## src/hdl/exec_pkg.sv

```systemverilog
// Execute stage definitions
`default_nettype none

package exec_pkg;

    localparam int XLEN        = 32;
    localparam int MUL_LATENCY = 2;                    // Issue to multiplier result
    localparam int SHAMT_W     = $clog2(XLEN);
    localparam int CNT_W       = $clog2(XLEN) + 1;     // Bit counts up to XLEN

    // Comparison flags arrive as {lt, ltu, eq}
    localparam int CMP_EQ  = 0;
    localparam int CMP_LTU = 1;
    localparam int CMP_LT  = 2;

    typedef logic [XLEN-1:0] word_t;

    typedef enum logic [5:0] {
        UOP_NOP    = 6'd0,
        UOP_ADD    = 6'd1,
        UOP_SUB    = 6'd2,
        UOP_AND    = 6'd3,
        UOP_OR     = 6'd4,
        UOP_XOR    = 6'd5,
        UOP_SLL    = 6'd6,
        UOP_SRL    = 6'd7,
        UOP_SRA    = 6'd8,
        UOP_SLT    = 6'd9,
        UOP_SLTU   = 6'd10,
        UOP_RVRS   = 6'd16,                            // Bit manipulation group
        UOP_CNTZ   = 6'd17,
        UOP_CNTP   = 6'd18,
        UOP_PKG    = 6'd19,
        UOP_SLADD  = 6'd20,
        UOP_HMDST  = 6'd21,
        UOP_MUL    = 6'd24,                            // Multiplier group
        UOP_MULH   = 6'd25,
        UOP_MULHSU = 6'd26,
        UOP_MULHU  = 6'd27,
        UOP_BEQ    = 6'd32,                            // Conditional branches
        UOP_BNE    = 6'd33,
        UOP_BLT    = 6'd34,
        UOP_BGE    = 6'd35,
        UOP_BLTU   = 6'd36,
        UOP_BGEU   = 6'd37,
        UOP_JAL    = 6'd40,
        UOP_JALR   = 6'd41
    } uop_t;

    typedef enum logic [2:0] {
        UNIT_NONE, UNIT_ALU, UNIT_BIT, UNIT_MUL, UNIT_LINK
    } unit_t;

    typedef enum logic [3:0] {
        ALU_ADD, ALU_SUB, ALU_AND, ALU_OR, ALU_XOR,
        ALU_SLL, ALU_SRL, ALU_SRA, ALU_SLT, ALU_SLTU
    } alu_op_t;

    typedef enum logic [2:0] {
        BIT_RVRS, BIT_CNTZ, BIT_CNTP, BIT_PKG, BIT_SLADD, BIT_HMDST
    } bit_op_t;

    typedef enum logic [1:0] {
        MUL_LO, MUL_HSS, MUL_HSU, MUL_HUU              // Low word, then high word by signedness
    } mul_op_t;

    typedef enum logic [3:0] {
        BR_NONE, BR_EQ, BR_NE, BR_LT, BR_GE, BR_LTU, BR_GEU, BR_ALWAYS
    } br_cond_t;

endpackage

`default_nettype wire

```

## src/hdl/alu.sv

```systemverilog
// Integer ALU
`timescale 1ns/1ps
`default_nettype none

module alu (
    input  wire exec_pkg::alu_op_t       alu_op_i,
    input  wire [exec_pkg::XLEN-1:0]     op_a_i,
    input  wire [exec_pkg::XLEN-1:0]     op_b_i,
    output logic [exec_pkg::XLEN-1:0]    result_o
);

    logic [exec_pkg::SHAMT_W-1:0] shamt;

    assign shamt = op_b_i[exec_pkg::SHAMT_W-1:0];              // Low five bits only

    always_comb begin
        case (alu_op_i)
            exec_pkg::ALU_ADD:  result_o = op_a_i + op_b_i;
            exec_pkg::ALU_SUB:  result_o = op_a_i - op_b_i;
            exec_pkg::ALU_AND:  result_o = op_a_i & op_b_i;
            exec_pkg::ALU_OR:   result_o = op_a_i | op_b_i;
            exec_pkg::ALU_XOR:  result_o = op_a_i ^ op_b_i;
            exec_pkg::ALU_SLL:  result_o = op_a_i << shamt;
            exec_pkg::ALU_SRL:  result_o = op_a_i >> shamt;
            exec_pkg::ALU_SRA:  result_o = $signed(op_a_i) >>> shamt; // Sign fill
            exec_pkg::ALU_SLT: begin
                result_o = exec_pkg::word_t'($signed(op_a_i) < $signed(op_b_i));
            end
            exec_pkg::ALU_SLTU: begin
                result_o = exec_pkg::word_t'(op_a_i < op_b_i);
            end
            default:            result_o = op_a_i + op_b_i;
        endcase
    end

endmodule

`default_nettype wire

```

## src/hdl/bit_unit.sv

```systemverilog
// Bit manipulation unit
`timescale 1ns/1ps
`default_nettype none

module bit_unit (
    input  wire exec_pkg::bit_op_t    bit_op_i,
    input  wire [exec_pkg::XLEN-1:0]  op_a_i,
    input  wire [exec_pkg::XLEN-1:0]  op_b_i,
    output logic [exec_pkg::XLEN-1:0] result_o
);

    typedef logic [exec_pkg::CNT_W-1:0] cnt_t;

    function automatic cnt_t popcount(input logic [exec_pkg::XLEN-1:0] v);
        cnt_t n;
        n = '0;
        for (int i = 0; i < exec_pkg::XLEN; i++) begin
            n = n + cnt_t'(v[i]);
        end
        return n;
    endfunction

    function automatic cnt_t trailing_zeros(input logic [exec_pkg::XLEN-1:0] v);
        cnt_t n;
        n = cnt_t'(exec_pkg::XLEN);                           // All-zero input
        for (int i = exec_pkg::XLEN - 1; i >= 0; i--) begin
            if (v[i]) begin
                n = cnt_t'(i);                                // Lowest set bit wins
            end
        end
        return n;
    endfunction

    always_comb begin
        case (bit_op_i)
            exec_pkg::BIT_RVRS:  result_o = {op_a_i[7:0], op_a_i[15:8],
                                             op_a_i[23:16], op_a_i[31:24]};
            exec_pkg::BIT_CNTZ:  result_o = exec_pkg::word_t'(trailing_zeros(op_a_i));
            exec_pkg::BIT_CNTP:  result_o = exec_pkg::word_t'(popcount(op_a_i));
            exec_pkg::BIT_PKG:   result_o = {op_b_i[15:0], op_a_i[15:0]};  // b on top
            exec_pkg::BIT_SLADD: result_o = (op_a_i << 1) + op_b_i;
            exec_pkg::BIT_HMDST: result_o = exec_pkg::word_t'(popcount(op_a_i ^ op_b_i));
            default:             result_o = '0;
        endcase
    end

endmodule

`default_nettype wire

```

## src/hdl/branch_resolver.sv

```systemverilog
// Branch condition evaluation
`timescale 1ns/1ps
`default_nettype none

module branch_resolver (
    input  wire exec_pkg::br_cond_t br_cond_i,
    input  wire [2:0]               cmp_i,      // {lt, ltu, eq} from decode
    output logic                    taken_o
);

    always_comb begin
        case (br_cond_i)
            exec_pkg::BR_EQ:     taken_o =  cmp_i[exec_pkg::CMP_EQ];
            exec_pkg::BR_NE:     taken_o = !cmp_i[exec_pkg::CMP_EQ];
            exec_pkg::BR_LT:     taken_o =  cmp_i[exec_pkg::CMP_LT];
            exec_pkg::BR_GE:     taken_o = !cmp_i[exec_pkg::CMP_LT];
            exec_pkg::BR_LTU:    taken_o =  cmp_i[exec_pkg::CMP_LTU];
            exec_pkg::BR_GEU:    taken_o = !cmp_i[exec_pkg::CMP_LTU];
            exec_pkg::BR_ALWAYS: taken_o = 1'b1;           // JAL and JALR
            // Strobe is sampled every cycle, so anything else stays quiet
            default:             taken_o = 1'b0;
        endcase
    end

endmodule

`default_nettype wire

```

## src/hdl/exec_stage.sv

```systemverilog
// Execute stage top
`timescale 1ns/1ps
`default_nettype none

module exec_stage (
    input  wire                        clk_i,
    input  wire                        rst_i,
    input  wire                        issue_valid_i,
    input  wire exec_pkg::uop_t        uop_i,
    input  wire [4:0]                  rd_i,
    input  wire [exec_pkg::XLEN-1:1]   pc_next_i,
    input  wire [exec_pkg::XLEN-1:0]   op_a_i,        // Forwarded, immediate already chosen
    input  wire [exec_pkg::XLEN-1:0]   op_b_i,
    input  wire [2:0]                  cmp_i,
    output logic [exec_pkg::XLEN-1:1]  jump_target_o,
    output logic                       jump_taken_o,
    output logic [exec_pkg::XLEN-1:0]  fwd_data_o,
    output logic                       wb_valid_o,
    output logic [4:0]                 wb_rd_o,
    output logic [exec_pkg::XLEN-1:0]  wb_data_o,
    output logic                       mul_valid_o,
    output logic [4:0]                 mul_rd_o,
    output logic [exec_pkg::XLEN-1:0]  mul_data_o
);

    exec_pkg::unit_t            unit;
    exec_pkg::alu_op_t          alu_op;
    exec_pkg::bit_op_t          bit_op;
    exec_pkg::mul_op_t          mul_op;
    exec_pkg::br_cond_t         br_cond;
    logic [exec_pkg::XLEN-1:0]  alu_result;
    logic [exec_pkg::XLEN-1:0]  bit_result;
    logic                       mul_start;

    op_decode u_decode (
        .issue_valid_i(issue_valid_i), .uop_i(uop_i), .unit_o(unit),
        .alu_op_o(alu_op), .bit_op_o(bit_op), .mul_op_o(mul_op), .br_cond_o(br_cond)
    );

    alu u_alu (
        .alu_op_i(alu_op), .op_a_i(op_a_i), .op_b_i(op_b_i), .result_o(alu_result)
    );

    branch_resolver u_branch (
        .br_cond_i(br_cond), .cmp_i(cmp_i), .taken_o(jump_taken_o)
    );

    assign jump_target_o = alu_result[exec_pkg::XLEN-1:1];   // pc+imm or rs1+imm

    bit_unit u_bit (
        .bit_op_i(bit_op), .op_a_i(op_a_i), .op_b_i(op_b_i), .result_o(bit_result)
    );

    assign mul_start = (unit == exec_pkg::UNIT_MUL);

    mul_unit u_mul (
        .clk_i(clk_i), .rst_i(rst_i), .start_i(mul_start), .mul_op_i(mul_op), .rd_i(rd_i),
        .op_a_i(op_a_i), .op_b_i(op_b_i),
        .valid_o(mul_valid_o), .rd_o(mul_rd_o), .result_o(mul_data_o)
    );

    writeback_reg u_wb (
        .clk_i(clk_i), .rst_i(rst_i), .unit_i(unit), .rd_i(rd_i), .pc_next_i(pc_next_i),
        .alu_result_i(alu_result), .bit_result_i(bit_result), .fwd_data_o(fwd_data_o),
        .wb_valid_o(wb_valid_o), .wb_rd_o(wb_rd_o), .wb_data_o(wb_data_o)
    );

endmodule

`default_nettype wire

```

## src/hdl/mul_unit.sv

```systemverilog
// Pipelined multiplier
`timescale 1ns/1ps
`default_nettype none

module mul_unit (
    input  wire                        clk_i,
    input  wire                        rst_i,
    input  wire                        start_i,
    input  wire exec_pkg::mul_op_t     mul_op_i,
    input  wire [4:0]                  rd_i,
    input  wire [exec_pkg::XLEN-1:0]   op_a_i,
    input  wire [exec_pkg::XLEN-1:0]   op_b_i,
    output logic                       valid_o,
    output logic [4:0]                 rd_o,
    output logic [exec_pkg::XLEN-1:0]  result_o
);

    localparam int W = exec_pkg::XLEN;
    localparam int L = exec_pkg::MUL_LATENCY;

    logic                      sign_a;
    logic                      sign_b;
    logic signed [W:0]         a_q;                 // One extra bit for sign or zero
    logic signed [W:0]         b_q;
    exec_pkg::mul_op_t         op_q;
    logic signed [2*W+1:0]     product;
    logic [L-1:0]              valid_q;
    logic [L-1:0][4:0]         rd_q;

    // MUL keeps only the low word, so signedness does not matter there
    assign sign_a = (mul_op_i != exec_pkg::MUL_HUU);
    assign sign_b = (mul_op_i == exec_pkg::MUL_LO) || (mul_op_i == exec_pkg::MUL_HSS);

    always_ff @(posedge clk_i) begin
        if (start_i) begin
            a_q  <= {sign_a & op_a_i[W-1], op_a_i};
            b_q  <= {sign_b & op_b_i[W-1], op_b_i};
            op_q <= mul_op_i;
        end
    end

    assign product = a_q * b_q;

    always_ff @(posedge clk_i) begin
        if (rst_i) begin
            valid_q <= '0;
            rd_q    <= '0;
        end else begin
            valid_q <= {valid_q[L-2:0], start_i};   // Tag travels beside the data
            rd_q    <= {rd_q[L-2:0], rd_i};
        end
    end

    always_ff @(posedge clk_i) begin
        if (rst_i) begin
            result_o <= '0;
        end else if (valid_q[0]) begin
            result_o <= (op_q == exec_pkg::MUL_LO) ? product[W-1:0] : product[2*W-1:W];
        end
    end

    assign valid_o = valid_q[L-1];
    assign rd_o    = rd_q[L-1];

endmodule

`default_nettype wire

```

## src/hdl/op_decode.sv

```systemverilog
// Micro-op decoder
`timescale 1ns/1ps
`default_nettype none

module op_decode (
    input  wire                  issue_valid_i,
    input  wire exec_pkg::uop_t  uop_i,
    output exec_pkg::unit_t      unit_o,
    output exec_pkg::alu_op_t    alu_op_o,
    output exec_pkg::bit_op_t    bit_op_o,
    output exec_pkg::mul_op_t    mul_op_o,
    output exec_pkg::br_cond_t   br_cond_o
);

    always_comb begin
        case (uop_i)
            exec_pkg::UOP_ADD, exec_pkg::UOP_SUB, exec_pkg::UOP_AND, exec_pkg::UOP_OR,
            exec_pkg::UOP_XOR, exec_pkg::UOP_SLL, exec_pkg::UOP_SRL, exec_pkg::UOP_SRA,
            exec_pkg::UOP_SLT, exec_pkg::UOP_SLTU:  unit_o = exec_pkg::UNIT_ALU;
            exec_pkg::UOP_RVRS, exec_pkg::UOP_CNTZ, exec_pkg::UOP_CNTP, exec_pkg::UOP_PKG,
            exec_pkg::UOP_SLADD, exec_pkg::UOP_HMDST: unit_o = exec_pkg::UNIT_BIT;
            exec_pkg::UOP_MUL, exec_pkg::UOP_MULH,
            exec_pkg::UOP_MULHSU, exec_pkg::UOP_MULHU: unit_o = exec_pkg::UNIT_MUL;
            exec_pkg::UOP_JAL, exec_pkg::UOP_JALR:   unit_o = exec_pkg::UNIT_LINK;
            default:                                 unit_o = exec_pkg::UNIT_NONE; // Branches too
        endcase

        case (uop_i)
            exec_pkg::UOP_SUB:  alu_op_o = exec_pkg::ALU_SUB;
            exec_pkg::UOP_AND:  alu_op_o = exec_pkg::ALU_AND;
            exec_pkg::UOP_OR:   alu_op_o = exec_pkg::ALU_OR;
            exec_pkg::UOP_XOR:  alu_op_o = exec_pkg::ALU_XOR;
            exec_pkg::UOP_SLL:  alu_op_o = exec_pkg::ALU_SLL;
            exec_pkg::UOP_SRL:  alu_op_o = exec_pkg::ALU_SRL;
            exec_pkg::UOP_SRA:  alu_op_o = exec_pkg::ALU_SRA;
            exec_pkg::UOP_SLT:  alu_op_o = exec_pkg::ALU_SLT;
            exec_pkg::UOP_SLTU: alu_op_o = exec_pkg::ALU_SLTU;
            default:            alu_op_o = exec_pkg::ALU_ADD; // Branch and jump targets
        endcase

        case (uop_i)
            exec_pkg::UOP_CNTZ:  bit_op_o = exec_pkg::BIT_CNTZ;
            exec_pkg::UOP_CNTP:  bit_op_o = exec_pkg::BIT_CNTP;
            exec_pkg::UOP_PKG:   bit_op_o = exec_pkg::BIT_PKG;
            exec_pkg::UOP_SLADD: bit_op_o = exec_pkg::BIT_SLADD;
            exec_pkg::UOP_HMDST: bit_op_o = exec_pkg::BIT_HMDST;
            default:             bit_op_o = exec_pkg::BIT_RVRS;
        endcase

        case (uop_i)
            exec_pkg::UOP_MULH:   mul_op_o = exec_pkg::MUL_HSS;
            exec_pkg::UOP_MULHSU: mul_op_o = exec_pkg::MUL_HSU;
            exec_pkg::UOP_MULHU:  mul_op_o = exec_pkg::MUL_HUU;
            default:              mul_op_o = exec_pkg::MUL_LO;
        endcase

        case (uop_i)
            exec_pkg::UOP_BEQ:  br_cond_o = exec_pkg::BR_EQ;
            exec_pkg::UOP_BNE:  br_cond_o = exec_pkg::BR_NE;
            exec_pkg::UOP_BLT:  br_cond_o = exec_pkg::BR_LT;
            exec_pkg::UOP_BGE:  br_cond_o = exec_pkg::BR_GE;
            exec_pkg::UOP_BLTU: br_cond_o = exec_pkg::BR_LTU;
            exec_pkg::UOP_BGEU: br_cond_o = exec_pkg::BR_GEU;
            exec_pkg::UOP_JAL, exec_pkg::UOP_JALR: br_cond_o = exec_pkg::BR_ALWAYS;
            default:            br_cond_o = exec_pkg::BR_NONE;
        endcase

        // An idle slot must neither write back nor redirect fetch
        if (!issue_valid_i) begin
            unit_o    = exec_pkg::UNIT_NONE;
            br_cond_o = exec_pkg::BR_NONE;
        end
    end

endmodule

`default_nettype wire

```

## src/hdl/writeback_reg.sv

```systemverilog
// Result select and writeback registers
`timescale 1ns/1ps
`default_nettype none

module writeback_reg (
    input  wire                        clk_i,
    input  wire                        rst_i,
    input  wire exec_pkg::unit_t       unit_i,
    input  wire [4:0]                  rd_i,
    input  wire [exec_pkg::XLEN-1:1]   pc_next_i,
    input  wire [exec_pkg::XLEN-1:0]   alu_result_i,
    input  wire [exec_pkg::XLEN-1:0]   bit_result_i,
    output logic [exec_pkg::XLEN-1:0]  fwd_data_o,
    output logic                       wb_valid_o,
    output logic [4:0]                 wb_rd_o,
    output logic [exec_pkg::XLEN-1:0]  wb_data_o
);

    logic writes_rd;

    always_comb begin
        case (unit_i)
            exec_pkg::UNIT_ALU:  fwd_data_o = alu_result_i;
            exec_pkg::UNIT_BIT:  fwd_data_o = bit_result_i;
            exec_pkg::UNIT_LINK: fwd_data_o = {pc_next_i, 1'b0};   // Return address
            default:             fwd_data_o = '0;
        endcase
    end

    // Multiplies report on their own port, branches write nothing
    assign writes_rd = (unit_i == exec_pkg::UNIT_ALU) ||
                       (unit_i == exec_pkg::UNIT_BIT) ||
                       (unit_i == exec_pkg::UNIT_LINK);

    always_ff @(posedge clk_i) begin
        if (rst_i) begin
            wb_valid_o <= 1'b0;
            wb_rd_o    <= '0;
            wb_data_o  <= '0;
        end else begin
            wb_valid_o <= writes_rd;
            wb_rd_o    <= rd_i;
            wb_data_o  <= fwd_data_o;
        end
    end

endmodule

`default_nettype wire

```

## config.mk

```make
export PLATFORM = sky130hd
export DESIGN_NAME = exec_stage
export DESIGN_NICKNAME = d
export VERILOG_FILES = /design/src/hdl/exec_pkg.sv /design/src/hdl/alu.sv /design/src/hdl/bit_unit.sv /design/src/hdl/branch_resolver.sv /design/src/hdl/exec_stage.sv /design/src/hdl/mul_unit.sv /design/src/hdl/op_decode.sv /design/src/hdl/writeback_reg.sv
export SDC_FILE = /design/constraint.sdc
export NUM_CORES = 2
export LEC_CHECK = 0
export BUFFER_PORTS_ARGS = -buffer_cell sky130_fd_sc_hd__buf_2
export CAP_MARGIN = 0
export CORE_UTILIZATION = 50
export DETAILED_ROUTE_END_ITERATION = 12
export HOLD_SLACK_MARGIN = 0.12
export PLACE_DENSITY = 0.69
export SLEW_MARGIN = 20
export SYNTH_ARGS = -nofsm -noshare
export SYNTH_HDL_FRONTEND = slang
export SYNTH_SLANG_ARGS = --single-unit
```

## constraint.sdc

```tcl
create_clock -name clk_i -period 10.48 [get_ports clk_i]
set_input_delay 2.096 -clock clk_i [delete_from_list [all_inputs] [get_ports clk_i]]
set_output_delay 2.096 -clock clk_i [all_outputs]
set_load 0.03 [all_outputs]
```

==> metrics.txt <==
Critical Path End fwd_data_o[4]; Clock Tree Buf Depth 2; Worst Max-Slew Pin Slew 1.09 ns; gr usage total 38.7%; Crit path arrival time approximately 8.2 ns; post-DR wirelength/cell 27.2 um; Post-synth EDFFs 68; M1 GR Usage 47.3%; Setup crit start kind input pin; Cells after Synth 6472; fmax a little under 100 MHz; share of post-route cells with drive strength above 1 approximately a tenth; minimum clock period slightly above 10 ns; gpl congestion 1.06; PortBufs 251; Mapped Nets about 8000; vias in the first global route 51900; setup skew after layout 0.0200 ns; Seq/Total Area, Yosys roughly 6.3%; setup violators final 0; Clock Root Buffer clkbuf_16; drt drc 0; GR Layer Usage met3 9.54%; hold buffers post-CTS 0; initial antenna violation count 18; Buf/Inv on CP 7; count leader, synth inv_1; HP Class flip-flop to flip-flop; worst flop-to-flop path endpoint u_mul.result_o[29]$_SDFFE_PP0P_; io pins between 200 and 300; post-synth top area cell fa_1; gr busiest metal met2; pin count of the biggest net entering global routing 68; chip height 340 um; final critical-path share of the clock period 98.6%; relative slew slack 26.7%; synthesis-to-finish area growth 6.85%; worst path cell trace buf_2 > inv_1 > ha_1 > inv_1 > fa_1 > inv_1 > fa_1 > fa_2 > fa_1 > fa_1 > inv_2 > fa_1 > fa_2 > fa_2 > inv_2 > a21o_1 > a21oi_1 > xnor2_1 > a22oi_1 > o22ai_1 > o31a_1 > a221o_2 > buf_6; pwr/cell area 220 mW/mm2; Layout Nets 8213; first-pass GRT wire length 330000 um; RR Startpoint u_mul.b_q[4]$_DFFE_PP_; initial core utilization 50.6%; GRT Residual Overflow 0; Vias per Instance 6.12; Crit path top cell by count fa_1; H-tree depth 4; required time of the critical path 8.38 ns; mean post-synth cell area 8.81 um2; final-report hold violation count 0; number of cell rows around 120; Distinct cells, synth roughly 110; core box area around 0.11 mm2; grt met2 use roughly three fifths; final antenna-violating net count 0; clock slew at reported path FFs 0.07 ns; commonest register cell after synthesis dfxtp_1; CP max stage delay 0.57 ns; final WL approximately 220000 um; reg2reg setup slack 0.99 ns; CTS tree done; Slew Limit Fails 0; IR drop worst, VDD 0.000290 V; later-pin clock latency in the skew report 0.52 ns; asr flop ratio synth 0%; synth top area cells fa_1 41%, inv_1 8.2%, ha_1 7.9%, nand2_1 5.9%, and2_1 4.4%; status complete, no violations; Detailed Place HPWL between 150000 and 200000 um; CP startpoint op_a_i[18]; via count 49500; slowest CP cell fa_1; max cap viols 0; drt first pass iters 8; kind of critical path input pin to primary output; post-layout util 54.0%; cell count of the worst reg-to-reg path 26; Levels on crit path 23; crit-path max FO 2; Clock Sinks 145; CTS buffer count 17; CP endpoint kind primary output; synthesized area 0.0570 mm2; FF+latch count, synth between 100 and 150; Die Footprint 0.115 mm2; die width approximately 340 um; Leakage 29.5 nW; Post-synth top cells 1241 x inv_1, 1176 x fa_1, 891 x nand2_1, 397 x and2_1, 361 x ha_1; DR iter-0 viols 5324; Synth top area share 41.3%; Final Power 0.0134 W; Synth warnings 0; delay-heaviest family, CP adder cells
[metrics by stage]
stage               TNS (ns)  hold WS, ns  std cells  setup slack, ns  instance area, um2
global route        -0.00508        0.475       8078         -0.00508               60900
detailed placement   -0.0349        0.447       8043          -0.0349               60300
floorplan                  0        0.498       6472           0.0279               57100
finish                     0        0.459       8088            0.150               60900
global placement     -0.0232        0.439       8042          -0.0232               60200
CTS                        0        0.462       8075          0.00263               60800
[registers in the layout, summed over array words and instances (netlist names)]
register	count
u_wb.wb_valid_o	1
u_wb.wb_data_o	32
u_mul.rd_o	5
u_mul.b_q	33
u_mul.a_q	33
u_wb.wb_rd_o	5
u_mul.op_q	2
u_mul.result_o	32
u_mul.valid_q	2
[worst min path at each step]
stage                                     start                         endpoint  slack [ns]  cells past startpoint
floorplan           u_mul.valid_q[0]$_SDFF_PP0_  u_mul.result_o[28]$_SDFFE_PP0P_        0.50                      2
global placement     u_wb.wb_rd_o[3]$_SDFF_PP0_         u_mul.rd_o[3]$_SDFF_PP0_        0.44                      1
detailed placement   u_wb.wb_rd_o[0]$_SDFF_PP0_         u_mul.rd_o[0]$_SDFF_PP0_        0.45                      1
CTS                  u_wb.wb_rd_o[0]$_SDFF_PP0_         u_mul.rd_o[0]$_SDFF_PP0_        0.46                      1
global route         u_wb.wb_rd_o[3]$_SDFF_PP0_         u_mul.rd_o[3]$_SDFF_PP0_        0.47                      1
finish               u_wb.wb_rd_o[0]$_SDFF_PP0_         u_mul.rd_o[0]$_SDFF_PP0_        0.46                      1
[logic make-up (layout without fill, tap and decap cells)]
family	count (synthesis)	count (layout)	share of synthesized area, %
simple gates	1925	1925	16.0
compound gates	979	979	11.8
xor+xnor	109	109	1.67
other cells	0	11	0
flops	145	145	6.28
fa+ha+maj	1537	1537	49.2
mux	133	133	3.95
buf+inv	1644	1749	11.1
[metal layers]
metal  wire length (um)  share of wire (%)
met5                 86              0.039
met4              16000                7.3
met3              23500                 11
met2             100000                 46
met1              80000                 36
[where the power goes]
part,total (W),internal [W],switching (W)
sequential,0.000608,0.000598,0.0000100
combinational,0.0121,0.00440,0.00773
clock,0.000667,0.000333,0.000333
total,0.0134,0.00533,0.00807
[area by class of cell]
type,count,area [um2]
multi-input cells,4683,47200
flip-flops and latches,145,3580
fillers,10400,51900
clock inverters,15,149
repair buffers,475,2970
diodes,11,27.5
well taps,1500,1880
clock buffers,17,425
inverters,1242,4670
[placed cells by master (no fill, tap or decap), types with 17 or more instances in the layout]
cell,n
nand3_1,74
nor3_1,61
nand4_1,23
mux4_2,62
o21bai_1,27
inv_1,1233
o21a_1,22
dfxtp_1,76
buf_4,223
o31ai_1,26
clkbuf_16,17
nand2b_1,43
a31oi_1,30
a22oi_1,32
o211ai_1,28
ha_1,357
nor2_1,238
a21oi_1,218
fa_1,1173
xnor2_1,68
nor2b_1,63
edfxtp_1,68
a221o_1,18
mux2i_1,53
o21ai_0,188
or2_2,18
nand2_1,891
and2_1,397
and3_1,23
a21o_1,68
a221oi_1,24
a211oi_1,46
o22ai_1,33
buf_2,248
or3_1,22
xor2_1,41
[what timing repair did]
item                                    in CTS  in global routing
resized for setup                            1                 14
setup buffers                                0                  1
pin swaps                                    5                 13
endpoints found under the setup margin       1                  2
[worst register-to-register path: stages, from the launching register on]
cell       delay [ns]
edfxtp_1         0.82
buf_4            0.47
nand2_1          0.16
fa_1             0.51
fa_1             0.49
inv_1            0.05
fa_1             0.48
inv_1            0.06
fa_1             0.52
inv_1            0.06
fa_1             0.48
fa_1             0.42
inv_1            0.09
fa_1             0.46
fa_1             0.53
inv_1            0.06
ha_1             0.40
a21o_1           0.20
a21o_1           0.18
a2111oi_0        0.70
o21ai_0          0.39
o21ai_1          0.51
nand2_1          0.22
a211oi_1         0.40
and4b_1          0.24
o32a_1           0.32
a211oi_1         0.21
Note: power is estimated with default switching activity, not from simulation.
